File: src/verilog/cpu_mt_pkg.sv
`default_nettype none

package cpu_mt_pkg;

    typedef logic [31:0] word_t;     // Data, instruction and PC
    typedef logic [3:0]  reg_addr_t;
    typedef logic [1:0]  tid_t;
    typedef logic [3:0]  flags_t;    // NZCV, N on top

    localparam word_t NUM_THREADS      = 32'd4;
    localparam word_t THREAD_PC_STRIDE = 32'd256;

    localparam int FLAG_N = 3;
    localparam int FLAG_Z = 2;
    localparam int FLAG_C = 1;
    localparam int FLAG_V = 0;

    localparam reg_addr_t REG_PC = 4'd15;
    localparam reg_addr_t REG_LR = 4'd14;

    // ARM data-processing opcode field, bits 24:21
    typedef enum logic [3:0] {
        OP_AND = 4'h0, OP_EOR = 4'h1, OP_SUB = 4'h2, OP_RSB = 4'h3,
        OP_ADD = 4'h4, OP_ADC = 4'h5, OP_SBC = 4'h6, OP_RSC = 4'h7,
        OP_TST = 4'h8, OP_TEQ = 4'h9, OP_CMP = 4'hA, OP_CMN = 4'hB,
        OP_ORR = 4'hC, OP_MOV = 4'hD, OP_BIC = 4'hE, OP_MVN = 4'hF
    } alu_op_e;

    // Condition field, bits 31:28
    typedef enum logic [3:0] {
        COND_EQ = 4'h0, COND_NE = 4'h1, COND_CS = 4'h2, COND_CC = 4'h3,
        COND_MI = 4'h4, COND_PL = 4'h5, COND_VS = 4'h6, COND_VC = 4'h7,
        COND_HI = 4'h8, COND_LS = 4'h9, COND_GE = 4'hA, COND_LT = 4'hB,
        COND_GT = 4'hC, COND_LE = 4'hD, COND_AL = 4'hE, COND_NV = 4'hF
    } cond_e;

endpackage

`default_nettype wire

File: src/verilog/alu.sv
`timescale 1ns/100ps
`default_nettype none

module alu (
    input  wire cpu_mt_pkg::word_t   a_i,
    input  wire cpu_mt_pkg::word_t   b_i,
    input  wire cpu_mt_pkg::alu_op_e op_i,
    input  wire cpu_mt_pkg::flags_t  flags_i,
    output cpu_mt_pkg::word_t        result_o,
    output cpu_mt_pkg::flags_t       flags_o
);

    cpu_mt_pkg::word_t add_x;
    cpu_mt_pkg::word_t add_y;
    logic              add_cin;
    logic              arith;
    logic [32:0]       sum;

    // All arithmetic ops fold onto x + y + cin; C is NOT borrow for subtracts
    always_comb begin
        add_x   = a_i;
        add_y   = b_i;
        add_cin = 1'b0;
        arith   = 1'b1;
        case (op_i)
            cpu_mt_pkg::OP_SUB, cpu_mt_pkg::OP_CMP: begin
                add_y   = ~b_i;
                add_cin = 1'b1;
            end
            cpu_mt_pkg::OP_RSB: begin
                add_x   = b_i;
                add_y   = ~a_i;
                add_cin = 1'b1;
            end
            cpu_mt_pkg::OP_ADD, cpu_mt_pkg::OP_CMN: add_cin = 1'b0;
            cpu_mt_pkg::OP_ADC: add_cin = flags_i[cpu_mt_pkg::FLAG_C];
            cpu_mt_pkg::OP_SBC: begin
                add_y   = ~b_i;
                add_cin = flags_i[cpu_mt_pkg::FLAG_C];
            end
            cpu_mt_pkg::OP_RSC: begin
                add_x   = b_i;
                add_y   = ~a_i;
                add_cin = flags_i[cpu_mt_pkg::FLAG_C];
            end
            default: arith = 1'b0;                         // Logical group
        endcase
    end

    assign sum = {1'b0, add_x} + {1'b0, add_y} + {32'd0, add_cin};

    always_comb begin
        case (op_i)
            cpu_mt_pkg::OP_AND, cpu_mt_pkg::OP_TST: result_o = a_i & b_i;
            cpu_mt_pkg::OP_EOR, cpu_mt_pkg::OP_TEQ: result_o = a_i ^ b_i;
            cpu_mt_pkg::OP_ORR: result_o = a_i | b_i;
            cpu_mt_pkg::OP_MOV: result_o = b_i;
            cpu_mt_pkg::OP_BIC: result_o = a_i & ~b_i;
            cpu_mt_pkg::OP_MVN: result_o = ~b_i;
            default:            result_o = sum[31:0];
        endcase
    end

    // Logical ops keep C and V
    always_comb begin
        flags_o[cpu_mt_pkg::FLAG_N] = result_o[31];
        flags_o[cpu_mt_pkg::FLAG_Z] = (result_o == '0);
        flags_o[cpu_mt_pkg::FLAG_C] = arith ? sum[32] : flags_i[cpu_mt_pkg::FLAG_C];
        flags_o[cpu_mt_pkg::FLAG_V] = arith
            ? ((add_x[31] == add_y[31]) && (sum[31] != add_x[31]))
            : flags_i[cpu_mt_pkg::FLAG_V];
    end

endmodule

`default_nettype wire

File: src/verilog/instr_decoder.sv
`timescale 1ns/100ps
`default_nettype none

module instr_decoder (
    input  wire cpu_mt_pkg::word_t instr_i,
    output cpu_mt_pkg::cond_e      cond_o,
    output cpu_mt_pkg::reg_addr_t  rn_addr_o,
    output cpu_mt_pkg::reg_addr_t  rm_addr_o,
    output cpu_mt_pkg::reg_addr_t  rd_addr_o,
    output cpu_mt_pkg::alu_op_e    alu_op_o,
    output logic                   use_imm_o,
    output cpu_mt_pkg::word_t      imm_o,
    output logic                   set_flags_o,
    output logic                   reg_write_o,
    output logic                   is_branch_o,
    output logic                   branch_link_o
);

    logic              is_dp;
    logic              is_test;
    logic              is_br;
    logic [4:0]        rot_amt;
    logic [63:0]       imm_pair;
    cpu_mt_pkg::word_t dp_imm;
    cpu_mt_pkg::word_t br_offset;

    assign is_test = (instr_i[24:23] == 2'b10);            // TST TEQ CMP CMN
    // Multiplies and extra load/stores share the 00 class, and so do PSR ops with S clear
    assign is_dp = (instr_i[27:26] == 2'b00)
                 && (instr_i[25] || !(instr_i[7] && instr_i[4]))
                 && !(is_test && !instr_i[20]);
    assign is_br = (instr_i[27:25] == 3'b101);

    // imm8 rotated right by twice the rotate field
    assign rot_amt  = {instr_i[11:8], 1'b0};
    assign imm_pair = {2{24'd0, instr_i[7:0]}} >> rot_amt;
    assign dp_imm   = imm_pair[31:0];

    assign br_offset = {{6{instr_i[23]}}, instr_i[23:0], 2'b00};

    assign cond_o    = cpu_mt_pkg::cond_e'(instr_i[31:28]);
    assign alu_op_o  = cpu_mt_pkg::alu_op_e'(instr_i[24:21]);
    assign rn_addr_o = instr_i[19:16];
    assign rm_addr_o = instr_i[3:0];
    assign rd_addr_o = is_br ? cpu_mt_pkg::REG_LR : instr_i[15:12];

    assign use_imm_o     = is_br || (is_dp && instr_i[25]);
    assign imm_o         = is_br ? br_offset : dp_imm;
    assign set_flags_o   = is_dp && instr_i[20];
    assign is_branch_o   = is_br;
    assign branch_link_o = is_br && instr_i[24];
    assign reg_write_o   = (is_dp && !is_test && (instr_i[15:12] != cpu_mt_pkg::REG_PC))
                         || branch_link_o;

endmodule

`default_nettype wire

File: src/verilog/thread_fetch.sv
`timescale 1ns/100ps
`default_nettype none

module thread_fetch #(
    parameter cpu_mt_pkg::word_t DONE_PC = 32'h0000_0F00
) (
    input  wire                    clk,
    input  wire                    rst_n,
    input  wire                    branch_taken_i,
    input  wire cpu_mt_pkg::tid_t  branch_tid_i,
    input  wire cpu_mt_pkg::word_t branch_target_i,
    output cpu_mt_pkg::word_t      fetch_addr_o,
    output cpu_mt_pkg::tid_t       id_tid_o,
    output logic                   id_valid_o,
    output cpu_mt_pkg::word_t      id_pc_plus4_o,
    output logic                   cpu_done_o
);

    cpu_mt_pkg::tid_t  tid_q;                              // Thread owning the fetch slot
    cpu_mt_pkg::word_t pc_q [cpu_mt_pkg::NUM_THREADS];
    cpu_mt_pkg::word_t pc_plus4;

    assign fetch_addr_o = pc_q[tid_q];
    assign pc_plus4     = fetch_addr_o + 32'd4;

    always_ff @(posedge clk or negedge rst_n) begin
        if (!rst_n) begin
            tid_q <= '0;
            for (int t = 0; t < cpu_mt_pkg::NUM_THREADS; t++) begin
                pc_q[t] <= cpu_mt_pkg::word_t'(t) * cpu_mt_pkg::THREAD_PC_STRIDE;
            end
        end else begin
            tid_q <= tid_q + 2'd1;
            // A thread parks on DONE_PC so all four can match at once
            if (fetch_addr_o != DONE_PC) begin
                pc_q[tid_q] <= pc_plus4;
            end
            // EX thread is always two slots behind the fetching one
            if (branch_taken_i) begin
                pc_q[branch_tid_i] <= branch_target_i;
            end
        end
    end

    // IF/ID register
    always_ff @(posedge clk or negedge rst_n) begin
        if (!rst_n) begin
            id_valid_o <= 1'b0;
        end else begin
            id_valid_o <= 1'b1;
        end
    end

    always_ff @(posedge clk) begin
        id_tid_o      <= tid_q;
        id_pc_plus4_o <= pc_plus4;
    end

    always_comb begin
        cpu_done_o = 1'b1;
        for (int t = 0; t < cpu_mt_pkg::NUM_THREADS; t++) begin
            if (pc_q[t] != DONE_PC) begin
                cpu_done_o = 1'b0;
            end
        end
    end

endmodule

`default_nettype wire

File: src/verilog/thread_regfiles.sv
`timescale 1ns/100ps
`default_nettype none

module thread_regfiles (
    input  wire                        clk,
    input  wire                        rst_n,
    input  wire cpu_mt_pkg::tid_t      rd_tid_i,
    input  wire cpu_mt_pkg::reg_addr_t rn_addr_i,
    input  wire cpu_mt_pkg::reg_addr_t rm_addr_i,
    output cpu_mt_pkg::word_t          rn_data_o,
    output cpu_mt_pkg::word_t          rm_data_o,
    input  wire                        wr_en_i,
    input  wire cpu_mt_pkg::tid_t      wr_tid_i,
    input  wire cpu_mt_pkg::reg_addr_t wr_addr_i,
    input  wire cpu_mt_pkg::word_t     wr_data_i,
    input  wire cpu_mt_pkg::tid_t      dbg_thread_i,
    input  wire cpu_mt_pkg::reg_addr_t dbg_reg_i,
    output cpu_mt_pkg::word_t          dbg_data_o
);

    localparam int NUM_REGS = 15;                          // R0 to R14, PC is in fetch

    cpu_mt_pkg::word_t regs_q [cpu_mt_pkg::NUM_THREADS][NUM_REGS];

    function automatic cpu_mt_pkg::word_t read_reg(input cpu_mt_pkg::tid_t tid,
                                                   input cpu_mt_pkg::reg_addr_t addr);
        if (addr == cpu_mt_pkg::REG_PC) begin
            return '0;
        end
        return regs_q[tid][addr];
    endfunction

    always_ff @(posedge clk or negedge rst_n) begin
        if (!rst_n) begin
            for (int t = 0; t < cpu_mt_pkg::NUM_THREADS; t++) begin
                for (int r = 0; r < NUM_REGS; r++) begin
                    regs_q[t][r] <= '0;
                end
            end
        end else if (wr_en_i && (wr_addr_i != cpu_mt_pkg::REG_PC)) begin
            regs_q[wr_tid_i][wr_addr_i] <= wr_data_i;
        end
    end

    // ID reads and debug reads see different banks
    always_comb begin
        rn_data_o  = read_reg(rd_tid_i, rn_addr_i);
        rm_data_o  = read_reg(rd_tid_i, rm_addr_i);
        dbg_data_o = read_reg(dbg_thread_i, dbg_reg_i);
    end

endmodule

`default_nettype wire

File: src/verilog/execute_stage.sv
`timescale 1ns/100ps
`default_nettype none

module execute_stage (
    input  wire                        clk,
    input  wire                        rst_n,
    input  wire                        id_valid_i,
    input  wire cpu_mt_pkg::tid_t      id_tid_i,
    input  wire cpu_mt_pkg::word_t     id_pc_plus4_i,
    input  wire cpu_mt_pkg::cond_e     cond_i,
    input  wire cpu_mt_pkg::reg_addr_t rn_addr_i,
    input  wire cpu_mt_pkg::reg_addr_t rm_addr_i,
    input  wire cpu_mt_pkg::reg_addr_t rd_addr_i,
    input  wire cpu_mt_pkg::alu_op_e   alu_op_i,
    input  wire                        use_imm_i,
    input  wire cpu_mt_pkg::word_t     imm_i,
    input  wire                        set_flags_i,
    input  wire                        reg_write_i,
    input  wire                        is_branch_i,
    input  wire                        branch_link_i,
    input  wire cpu_mt_pkg::word_t     rn_data_i,
    input  wire cpu_mt_pkg::word_t     rm_data_i,
    output logic                       branch_taken_o,
    output cpu_mt_pkg::tid_t           branch_tid_o,
    output cpu_mt_pkg::word_t          branch_target_o,
    output logic                       wr_en_o,
    output cpu_mt_pkg::tid_t           wr_tid_o,
    output cpu_mt_pkg::reg_addr_t      wr_addr_o,
    output cpu_mt_pkg::word_t          wr_data_o
);

    cpu_mt_pkg::flags_t    flags_q [cpu_mt_pkg::NUM_THREADS];  // Per-thread NZCV
    cpu_mt_pkg::flags_t    ex_flags;
    cpu_mt_pkg::flags_t    alu_flags;
    cpu_mt_pkg::word_t     pc_plus8;
    cpu_mt_pkg::word_t     rn_val;
    cpu_mt_pkg::word_t     rm_val;
    cpu_mt_pkg::word_t     alu_result;
    logic                  cond_ok;

    logic                  ex_valid;
    logic                  ex_set_flags;
    logic                  ex_reg_write;
    logic                  ex_is_branch;
    logic                  ex_link;
    cpu_mt_pkg::tid_t      ex_tid;
    cpu_mt_pkg::reg_addr_t ex_rd;
    cpu_mt_pkg::alu_op_e   ex_op;
    cpu_mt_pkg::word_t     ex_a;
    cpu_mt_pkg::word_t     ex_b;                           // Immediate, offset or Rm
    cpu_mt_pkg::word_t     ex_pc_plus4;

    function automatic logic cond_pass(input cpu_mt_pkg::cond_e cond,
                                       input cpu_mt_pkg::flags_t f);
        logic n, z, c, v;
        n = f[cpu_mt_pkg::FLAG_N];
        z = f[cpu_mt_pkg::FLAG_Z];
        c = f[cpu_mt_pkg::FLAG_C];
        v = f[cpu_mt_pkg::FLAG_V];
        case (cond)
            cpu_mt_pkg::COND_EQ: return z;
            cpu_mt_pkg::COND_NE: return !z;
            cpu_mt_pkg::COND_CS: return c;
            cpu_mt_pkg::COND_CC: return !c;
            cpu_mt_pkg::COND_MI: return n;
            cpu_mt_pkg::COND_PL: return !n;
            cpu_mt_pkg::COND_VS: return v;
            cpu_mt_pkg::COND_VC: return !v;
            cpu_mt_pkg::COND_HI: return c && !z;
            cpu_mt_pkg::COND_LS: return !c || z;
            cpu_mt_pkg::COND_GE: return n == v;
            cpu_mt_pkg::COND_LT: return n != v;
            cpu_mt_pkg::COND_GT: return !z && (n == v);
            cpu_mt_pkg::COND_LE: return z || (n != v);
            cpu_mt_pkg::COND_AL: return 1'b1;
            default:             return 1'b0;              // NV never issues
        endcase
    endfunction

    // ID side. The thread's previous instruction has already left EX
    assign cond_ok  = cond_pass(cond_i, flags_q[id_tid_i]);
    assign pc_plus8 = id_pc_plus4_i + 32'd4;
    assign rn_val   = (rn_addr_i == cpu_mt_pkg::REG_PC) ? pc_plus8 : rn_data_i;
    assign rm_val   = (rm_addr_i == cpu_mt_pkg::REG_PC) ? pc_plus8 : rm_data_i;

    always_ff @(posedge clk or negedge rst_n) begin
        if (!rst_n) begin
            ex_valid     <= 1'b0;
            ex_set_flags <= 1'b0;
            ex_reg_write <= 1'b0;
            ex_is_branch <= 1'b0;
            ex_link      <= 1'b0;
        end else begin
            ex_valid     <= id_valid_i && cond_ok;          // Failed condition is a bubble
            ex_set_flags <= set_flags_i;
            ex_reg_write <= reg_write_i;
            ex_is_branch <= is_branch_i;
            ex_link      <= branch_link_i;
        end
    end

    always_ff @(posedge clk) begin
        ex_tid      <= id_tid_i;
        ex_rd       <= rd_addr_i;
        ex_op       <= alu_op_i;
        ex_a        <= rn_val;
        ex_b        <= use_imm_i ? imm_i : rm_val;
        ex_pc_plus4 <= id_pc_plus4_i;
    end

    assign ex_flags = flags_q[ex_tid];

    alu u_alu (
        .a_i      (ex_a),
        .b_i      (ex_b),
        .op_i     (ex_op),
        .flags_i  (ex_flags),
        .result_o (alu_result),
        .flags_o  (alu_flags)
    );

    always_ff @(posedge clk or negedge rst_n) begin
        if (!rst_n) begin
            for (int t = 0; t < cpu_mt_pkg::NUM_THREADS; t++) begin
                flags_q[t] <= '0;
            end
        end else if (ex_valid && ex_set_flags) begin
            flags_q[ex_tid] <= alu_flags;
        end
    end

    assign branch_taken_o  = ex_valid && ex_is_branch;
    assign branch_tid_o    = ex_tid;
    assign branch_target_o = ex_pc_plus4 + 32'd4 + ex_b;

    // EX/WB register
    always_ff @(posedge clk or negedge rst_n) begin
        if (!rst_n) begin
            wr_en_o <= 1'b0;
        end else begin
            wr_en_o <= ex_valid && ex_reg_write;
        end
    end

    always_ff @(posedge clk) begin
        wr_tid_o  <= ex_tid;
        wr_addr_o <= ex_rd;
        wr_data_o <= ex_link ? ex_pc_plus4 : alu_result;   // BL return address
    end

endmodule

`default_nettype wire

File: src/verilog/cpu_mt_top.sv
`timescale 1ns/100ps
`default_nettype none

module cpu_mt_top #(
    parameter cpu_mt_pkg::word_t DONE_PC = 32'h0000_0F00
) (
    input  wire                        clk,
    input  wire                        rst_n,
    input  wire cpu_mt_pkg::word_t     i_mem_data_i,
    output cpu_mt_pkg::word_t          i_mem_addr_o,
    input  wire cpu_mt_pkg::tid_t      dbg_thread_i,
    input  wire cpu_mt_pkg::reg_addr_t dbg_reg_i,
    output cpu_mt_pkg::word_t          dbg_data_o,
    output logic                       cpu_done_o
);

    // IF/ID
    wire cpu_mt_pkg::tid_t      id_tid;
    wire                        id_valid;
    wire cpu_mt_pkg::word_t     id_pc_plus4;

    // Decoded fields
    wire cpu_mt_pkg::cond_e     cond;
    wire cpu_mt_pkg::reg_addr_t rn_addr;
    wire cpu_mt_pkg::reg_addr_t rm_addr;
    wire cpu_mt_pkg::reg_addr_t rd_addr;
    wire cpu_mt_pkg::alu_op_e   alu_op;
    wire                        use_imm;
    wire cpu_mt_pkg::word_t     imm;
    wire                        set_flags;
    wire                        reg_write;
    wire                        is_branch;
    wire                        branch_link;
    wire cpu_mt_pkg::word_t     rn_data;
    wire cpu_mt_pkg::word_t     rm_data;

    // Back from EX and WB
    wire                        branch_taken;
    wire cpu_mt_pkg::tid_t      branch_tid;
    wire cpu_mt_pkg::word_t     branch_target;
    wire                        wr_en;
    wire cpu_mt_pkg::tid_t      wr_tid;
    wire cpu_mt_pkg::reg_addr_t wr_addr;
    wire cpu_mt_pkg::word_t     wr_data;

    thread_fetch #(
        .DONE_PC (DONE_PC)
    ) u_thread_fetch (
        .clk             (clk),
        .rst_n           (rst_n),
        .branch_taken_i  (branch_taken),
        .branch_tid_i    (branch_tid),
        .branch_target_i (branch_target),
        .fetch_addr_o    (i_mem_addr_o),
        .id_tid_o        (id_tid),
        .id_valid_o      (id_valid),
        .id_pc_plus4_o   (id_pc_plus4),
        .cpu_done_o      (cpu_done_o)
    );

    // Synchronous memory read lands the word in ID
    instr_decoder u_instr_decoder (
        .instr_i       (i_mem_data_i),
        .cond_o        (cond),
        .rn_addr_o     (rn_addr),
        .rm_addr_o     (rm_addr),
        .rd_addr_o     (rd_addr),
        .alu_op_o      (alu_op),
        .use_imm_o     (use_imm),
        .imm_o         (imm),
        .set_flags_o   (set_flags),
        .reg_write_o   (reg_write),
        .is_branch_o   (is_branch),
        .branch_link_o (branch_link)
    );

    thread_regfiles u_thread_regfiles (
        .clk          (clk),
        .rst_n        (rst_n),
        .rd_tid_i     (id_tid),
        .rn_addr_i    (rn_addr),
        .rm_addr_i    (rm_addr),
        .rn_data_o    (rn_data),
        .rm_data_o    (rm_data),
        .wr_en_i      (wr_en),
        .wr_tid_i     (wr_tid),
        .wr_addr_i    (wr_addr),
        .wr_data_i    (wr_data),
        .dbg_thread_i (dbg_thread_i),
        .dbg_reg_i    (dbg_reg_i),
        .dbg_data_o   (dbg_data_o)
    );

    execute_stage u_execute_stage (
        .clk             (clk),
        .rst_n           (rst_n),
        .id_valid_i      (id_valid),
        .id_tid_i        (id_tid),
        .id_pc_plus4_i   (id_pc_plus4),
        .cond_i          (cond),
        .rn_addr_i       (rn_addr),
        .rm_addr_i       (rm_addr),
        .rd_addr_i       (rd_addr),
        .alu_op_i        (alu_op),
        .use_imm_i       (use_imm),
        .imm_i           (imm),
        .set_flags_i     (set_flags),
        .reg_write_i     (reg_write),
        .is_branch_i     (is_branch),
        .branch_link_i   (branch_link),
        .rn_data_i       (rn_data),
        .rm_data_i       (rm_data),
        .branch_taken_o  (branch_taken),
        .branch_tid_o    (branch_tid),
        .branch_target_o (branch_target),
        .wr_en_o         (wr_en),
        .wr_tid_o        (wr_tid),
        .wr_addr_o       (wr_addr),
        .wr_data_o       (wr_data)
    );

endmodule

`default_nettype wire

File: config.mk
export PLATFORM = sky130hd
export DESIGN_NAME = cpu_mt_top
export DESIGN_NICKNAME = d
export VERILOG_FILES = /design/src/verilog/cpu_mt_pkg.sv /design/src/verilog/alu.sv /design/src/verilog/instr_decoder.sv /design/src/verilog/thread_fetch.sv /design/src/verilog/thread_regfiles.sv /design/src/verilog/execute_stage.sv /design/src/verilog/cpu_mt_top.sv
export SDC_FILE = /design/constraint.sdc
export NUM_CORES = 2
export LEC_CHECK = 0
export BUFFER_PORTS_ARGS = -buffer_cell sky130_fd_sc_hd__buf_2
export CAP_MARGIN = 5
export CORE_MARGIN = 2
export CORE_UTILIZATION = 57
export CTS_CLUSTER_DIAMETER = 120
export DETAILED_ROUTE_END_ITERATION = 7
export PLACE_DENSITY = 0.75
export SYNTH_ARGS = -nofsm -noshare
export SYNTH_HDL_FRONTEND = slang
export SYNTH_SLANG_ARGS = --single-unit
File: constraint.sdc
create_clock -name clk -period 6.04 [get_ports clk]
set_clock_uncertainty 0.2 [all_clocks]
set_input_delay 0.604 -clock clk [delete_from_list [all_inputs] [get_ports clk]]
set_output_delay 0.604 -clock clk [all_outputs]
set_load 0.01 [all_outputs]
After elaboration in Yosys (flattened, before gate mapping). Cells that the tools add are included.

Register bits after elaboration: 2251. Bits of input ports: 40. Output and inout bits: 65.

Add/subtract/negate cells: 7. Magnitude comparators: 13. Equal/unequal tests: 45. Shift-type cells: 1. Muxes and demuxes: 64. Bitwise logic cells: 15. Reductions and logical operators: 45.

Operator list (number): 2-to-1 mux 480 bit (5); binary-select mux 480 bit (select 2 bit) (2); bitwise mux 1920 bit (1); demux 480 bit (select 2 bit) (1); 2-to-1 mux 32 bit (21); binary-select mux 32 bit (select 4 bit) (3); bitwise mux 128 bit (2); 2-to-1 mux 128 bit (2); one-hot mux 32 bit (6 select lines) (1); != test 32 x 12 -> 1 bit (second input constant) (5); demux 32 bit (select 2 bit) (2); demux 32 bit (select 4 bit) (1); adder 32 x 3 -> 32 bit (second input constant) (3); equality test 4 bit (second input constant) (18); bitwise AND 32 bit (2); binary-select mux 32 bit (select 2 bit) (1); NOT 32 bit (2); one-hot mux 32 bit (2 select lines) (1); right shift 40 x 5 -> 32 bit (1); adder 32 x 32 -> 33 bit (1); adder 33 x 1 -> 33 bit (1); adder 32 bit (1); equality test 4 x 3 -> 1 bit (second input constant) (8); logical NOT 32 bit (1); other kinds (32) (104).

Depth between registers and ports, before layout.
Depth after elaboration: 10. Depth in mapped cells: 23. Depth with buffers taken out: 17.

Cells and area by module. From an unflattened synthesis, not the netlist that was laid out.

Cell total of the unflattened synthesis: 10555. Area, all modules: 135155.9 µm².

Modules (own cells, without submodules): thread_regfiles (times used 1, cells an instance 7864, area an instance 112290.2 µm²); thread_fetch (times used 1, cells an instance 850, area an instance 8659.6 µm²); execute_stage (times used 1, cells an instance 803, area an instance 7878.8 µm²); alu (times used 1, cells an instance 893, area an instance 5415.2 µm²); instr_decoder (times used 1, cells an instance 145, area an instance 912.1 µm²).

Worst setup path before layout. OpenSTA, ideal clock, no wires.

Kind: reg2reg. Start point: register u_execute_stage.ex_op[1]. End point: register u_execute_stage.flags_q[10] (netlist bit). Data arrival time: 5.458 ns. Slack: 0.285 ns. Cell stages (with the launch flop): 24. Clock period less this slack: 5.755 ns. Cells stage by stage: dfxtp_1 > buf_2 > buf_2 > buf_2 > buf_2 > buf_1 > and3_1 > clkbuf_1 > inv_1 > nand2_1 > clkbuf_1 > o21ai_0 > fa_1 > fa_1 > a211oi_2 > o21ai_0 > a21o_1 > or4_1 > nand3_1 > nand4b_1 > or4b_1 > nor4_2 > nand4b_1 > o31ai_1.

Cells in the longest elaborated chain, start to end: 8. Elaborated cells on any way between the ends: 28.

Ends and longest elaborated chain: start, declared (line execute_stage.sv:48) `cpu_mt_pkg::alu_op_e ex_op;`; start signal, assigned (line execute_stage.sv:105) `ex_op <= alu_op_i;`; equality test 4 x 3 -> 1 bit, or another cell as far along (line alu.sv:25) `case (op_i)`; OR reduction 3 bit (no source line) / OR reduction 2 bit (equally long branches); one-hot mux 32 bit (2 select lines) / 2-to-1 mux 32 bit (equally long branches) (line alu.sv:25); adder 32 x 32 -> 33 bit (line alu.sv:50) `assign sum = {1'b0, add_x} + {1'b0, add_y} + {32'd0, add_cin};`; adder 33 x 1 -> 33 bit (line alu.sv:50); one-hot mux 32 bit (6 select lines) (*) (line alu.sv:53) `case (op_i)`; logical NOT 32 bit (*) (line alu.sv:67) `flags_o[cpu_mt_pkg::FLAG_Z] = (result_o == '0);`; bitwise mux 16 bit (*) (line execute_stage.sv:128) `flags_q[ex_tid] <= alu_flags;`; end signal, assigned by index (line execute_stage.sv:128); end, declared (line execute_stage.sv:32) `cpu_mt_pkg::flags_t flags_q [cpu_mt_pkg::NUM_THREADS];`.

Mark *: on every way between the ends. The rest lies on a longest branch, timed or not. A chain may end at the register's enable or synchronous reset.

Final worst setup path.
Start point: register u_execute_stage.flags_q[1] (netlist bit). End point: register u_execute_stage.flags_q[6] (netlist bit).

Cells in the longest elaborated chain, start to end: 8.

Ends and longest elaborated chain: binary-select mux 4 bit (select 2 bit) (line execute_stage.sv:111) `assign ex_flags = flags_q[ex_tid];`; 2-to-1 mux 2 bit (not written as such) (2 in series) (line execute_stage.sv:111); one-hot mux 1 bit (2 select lines) (line alu.sv:25); adder 33 x 1 -> 33 bit (line alu.sv:50); one-hot mux 32 bit (6 select lines) (line alu.sv:53); logical NOT 32 bit (line alu.sv:67); bitwise mux 16 bit (line execute_stage.sv:128).

No other way between the ends. The select of a mux whose other input is x is not followed.

==> reports/results.ini <==
[routing]
antenna_left = 0
wl_per_cell_um = 37.0
drt_iter0_markers = 12000
vias = 89300
first_pass_iters = 8
drc = 0
wl_mm = 444
vias_per_cell = 7.43

[cts]
htree_num_levels = 4
cts_tree = built
cts.sinks = 2251
clockBufferDepth = 3
clk_pin_slew_ps = 60
cts_root_buffer = clkbuf_16
ctsResizeCount = 0
cts_buffers = 233
insertion_delay_ps = 940

[logic_synthesis]
synth.area.top_cells = dfrtp_1 (41%), mux4_2 (23%), mux2_2 (17%), dfxtp_1 (2.8%), clkbuf_1 (1.9%)
syn-num-nets = 9238
synth_seq_cells = 2251
yosys.cell_count.top_type = dfrtp_1
yosysSeqAreaShare = 0.437
synth_edf_count = 0
synth.distinct_cells = 88
ys_top_cells_by_count = dfrtp_1 (2069), mux2_2 (1941), mux4_2 (1317), clkbuf_1 (649), nand2_1 (410)
synth_top_area_share = 0.408
ys.flop_type = dfrtp_1
synthArstFlopShare = 0.921
synthCells = 9064
yosys_warnings = 0
synth_top_cell_by_area = dfrtp_1
synth_area_um2 = 127000
avgSynthCellArea_um2 = 14.0

[final_layout]
fin_nets = 8999
ff_latch_area_um2 = 55500
layoutNonFillerInstCount = 12000
multi_input_area_um2 = 68000
fillers = 15800
drive_above_1_share = 0.460
area.growth.synth_to_final_pct = 10.2

[floorplanning]
start_util = 0.572
core_um2 = 222000
rows = 173
dieArea_um2 = 227000
die_y_um = 476
io_pins = 105
die_w_um = 476

[worst_setup_path]
cp_data_required_time_ps = 6660
start_kind = register
end_kind = register
cpPeakStageDelay_ps = 560
path_class = register to register
path_cells = mux4_2, nor2b_1, o21ai_0, nand2_1, fa_1, fa_1, and2_1, o21a_1, or3_1, a311o_1, nand4b_1, nor4_1, buf_4, nand4_1, nor4_2, nand4b_1, o31ai_1
slowest_stage = mux4_2
path_max_fanout = 4
cp.arrival_ps = 6320

[place]
dpl.cell_count = 11500
routabilityCongestion = 0.971
dpl.hpwl_mm = 280
portBuffers = 104

[sta]
max_slew_margin = 0.0329
drv_slew = 0
finalSetupViolations = 0
tightest_slew_ps = 1440
hold_viol = 0
period_needed_ps = 5700
rsz0062_at_grt = no
post-route-period-util = 0.944
fmax_ghz = 0.175
tns_ps = 0

[global_routing]
grt_max_degree = 158
grt_antenna_before_repair = 31
globalRouteOverflowTotal = 0
grt_first_pass_wirelength_mm = 640
grt_usage = 0.394
grt_pass1_vias = 89900

[pwr]
p_comb_frac = 0.126
switching_share = 0.280
switchingPower_mw = 10.1
cellLeakagePower_nw = 61.6
p_int_mw = 26.0
p_seq_frac = 0.446
p_clk_frac = 0.428
ir_drop_uv = 274
powerDensity_nw_per_um2 = 258

[job]
cap_violations = 0

[hold_path]
hold_class = primary input to async pin

[status]
status = finished clean

[routing by layer]
layer | up-vias | part of all wire | global-route usage
li1 | 34500 | - | -
met1 | 46900 | 0.35 | 0.495
met2 | 6232 | 0.45 | 0.584
met3 | 1640 | 0.13 | 0.147
met4 | 34 | 0.071 | 0.239
met5 | - | 0.00050 | 0
[sequential cells by signal, indices dropped and copies added, names as in the netlist, 4 cells and up]
name                          cells
u_execute_stage.ex_pc_plus4      32
u_thread_regfiles.regs_q       1920
u_execute_stage.ex_op             4
u_execute_stage.ex_rd             4
u_thread_fetch.id_pc_plus4_o     32
u_execute_stage.wr_addr_o         4
u_execute_stage.flags_q          16
u_execute_stage.ex_b             32
u_execute_stage.ex_a             32
u_thread_fetch.pc_q             128
u_execute_stage.wr_data_o        32
[per-stage QoR]
stage               cell area (um2)   util  setup WS (ps)  hold slack [ps]  total power, mW
floorplan                    127000      -            285              108             18.8
global placement             131000  0.592            317              117             20.6
detailed placement           131000  0.592            378              130             20.7
CTS                          140000  0.630            338             26.3             36.0
global route                 140000  0.630            161             99.1             37.1
finish                       140000  0.630            337             51.6             36.1
[what timing repair did]
item                      CTS  global route
hold buffers               25             0
setup buffers               0             0
hold endpoints to repair  164             0
[cell usage in the layout, fill, tap and decap left out, drive strengths merged, types with 152 or more instances in the layout]
| cell type | Yosys | layout |
|---|---|---|
| inv | 143 | 152 |
| a21oi | 184 | 184 |
| dfrtp | 2069 | 2069 |
| mux2 | 1941 | 1941 |
| mux4 | 1317 | 1317 |
| dfxtp | 178 | 178 |
| clkbuf | 649 | 336 |
| nor2 | 250 | 250 |
| buf | 241 | 389 |
| o21ai | 403 | 403 |
| nand2 | 410 | 410 |
| mux2i | 234 | 234 |
[power groups by stage]
stage / clock network (mW) / registers (mW) / logic [mW]
global placement: 0 / 16.3 / 4.31
detailed placement: 0 / 16.3 / 4.39
floorplan: 0 / 16.1 / 2.72
global route: 16.1 / 16.1 / 4.80
finish: 15.5 / 16.1 / 4.55
CTS: 15.5 / 16.1 / 4.43
[area by class of cell]
class / count / area share
antenna: 22 / 0.000394
clock buffer: 334 / 0.0483
clock inverter: 101 / 0.0104
inverter: 144 / 0.00386
multi-input combinational: 5779 / 0.486
sequential: 2251 / 0.397
tap: 2975 / 0.0266
timing repair buffer: 416 / 0.0276
[critical path: cells and delay by family, from the launching register on]
kind	cells	cell delay (ps)
AND/OR/NAND/NOR	9	2230
AO/OA/AOI/OAI	4	1000
adder cells (fa/ha/maj)	2	1000
multiplexers	1	560
flip-flops	1	400
buffers and inverters	1	220
[path summary, 6_finish.rpt]
check	from	to	slack [ps]	cells past startpoint
worst max-delay path	u_execute_stage.flags_q[1]	u_execute_stage.flags_q[6]	340	17
worst min-delay path	rst_n	u_thread_regfiles.regs_q[418]	50	2
worst max register to register	u_execute_stage.flags_q[1]	u_execute_stage.flags_q[6]	340	17
worst min register to register	u_execute_stage.ex_rd[1]	u_execute_stage.wr_addr_o[1]	160	0
max in group asynchronous	rst_n	u_thread_regfiles.regs_q[1337]	3770	4
min in group clk	i_mem_data_i[9]	u_execute_stage.ex_b[11]	70	2
[logic make-up (layout without fill, tap and decap cells)]
group,count (synthesis),in the layout,share of synthesized area
muxes,3492,3492,0.424
DFF,2251,2251,0.437
buffers and inverters,1034,995,0.0320
AOI/OAI and AO/OA,1026,1026,0.0489
and+or+nand+nor,1011,1011,0.0368
adders and majority gates,134,134,0.0134
xor gates and xnor gates,115,115,0.00793
other,1,23,0.0000295
Power figures use the tool's default switching activity.
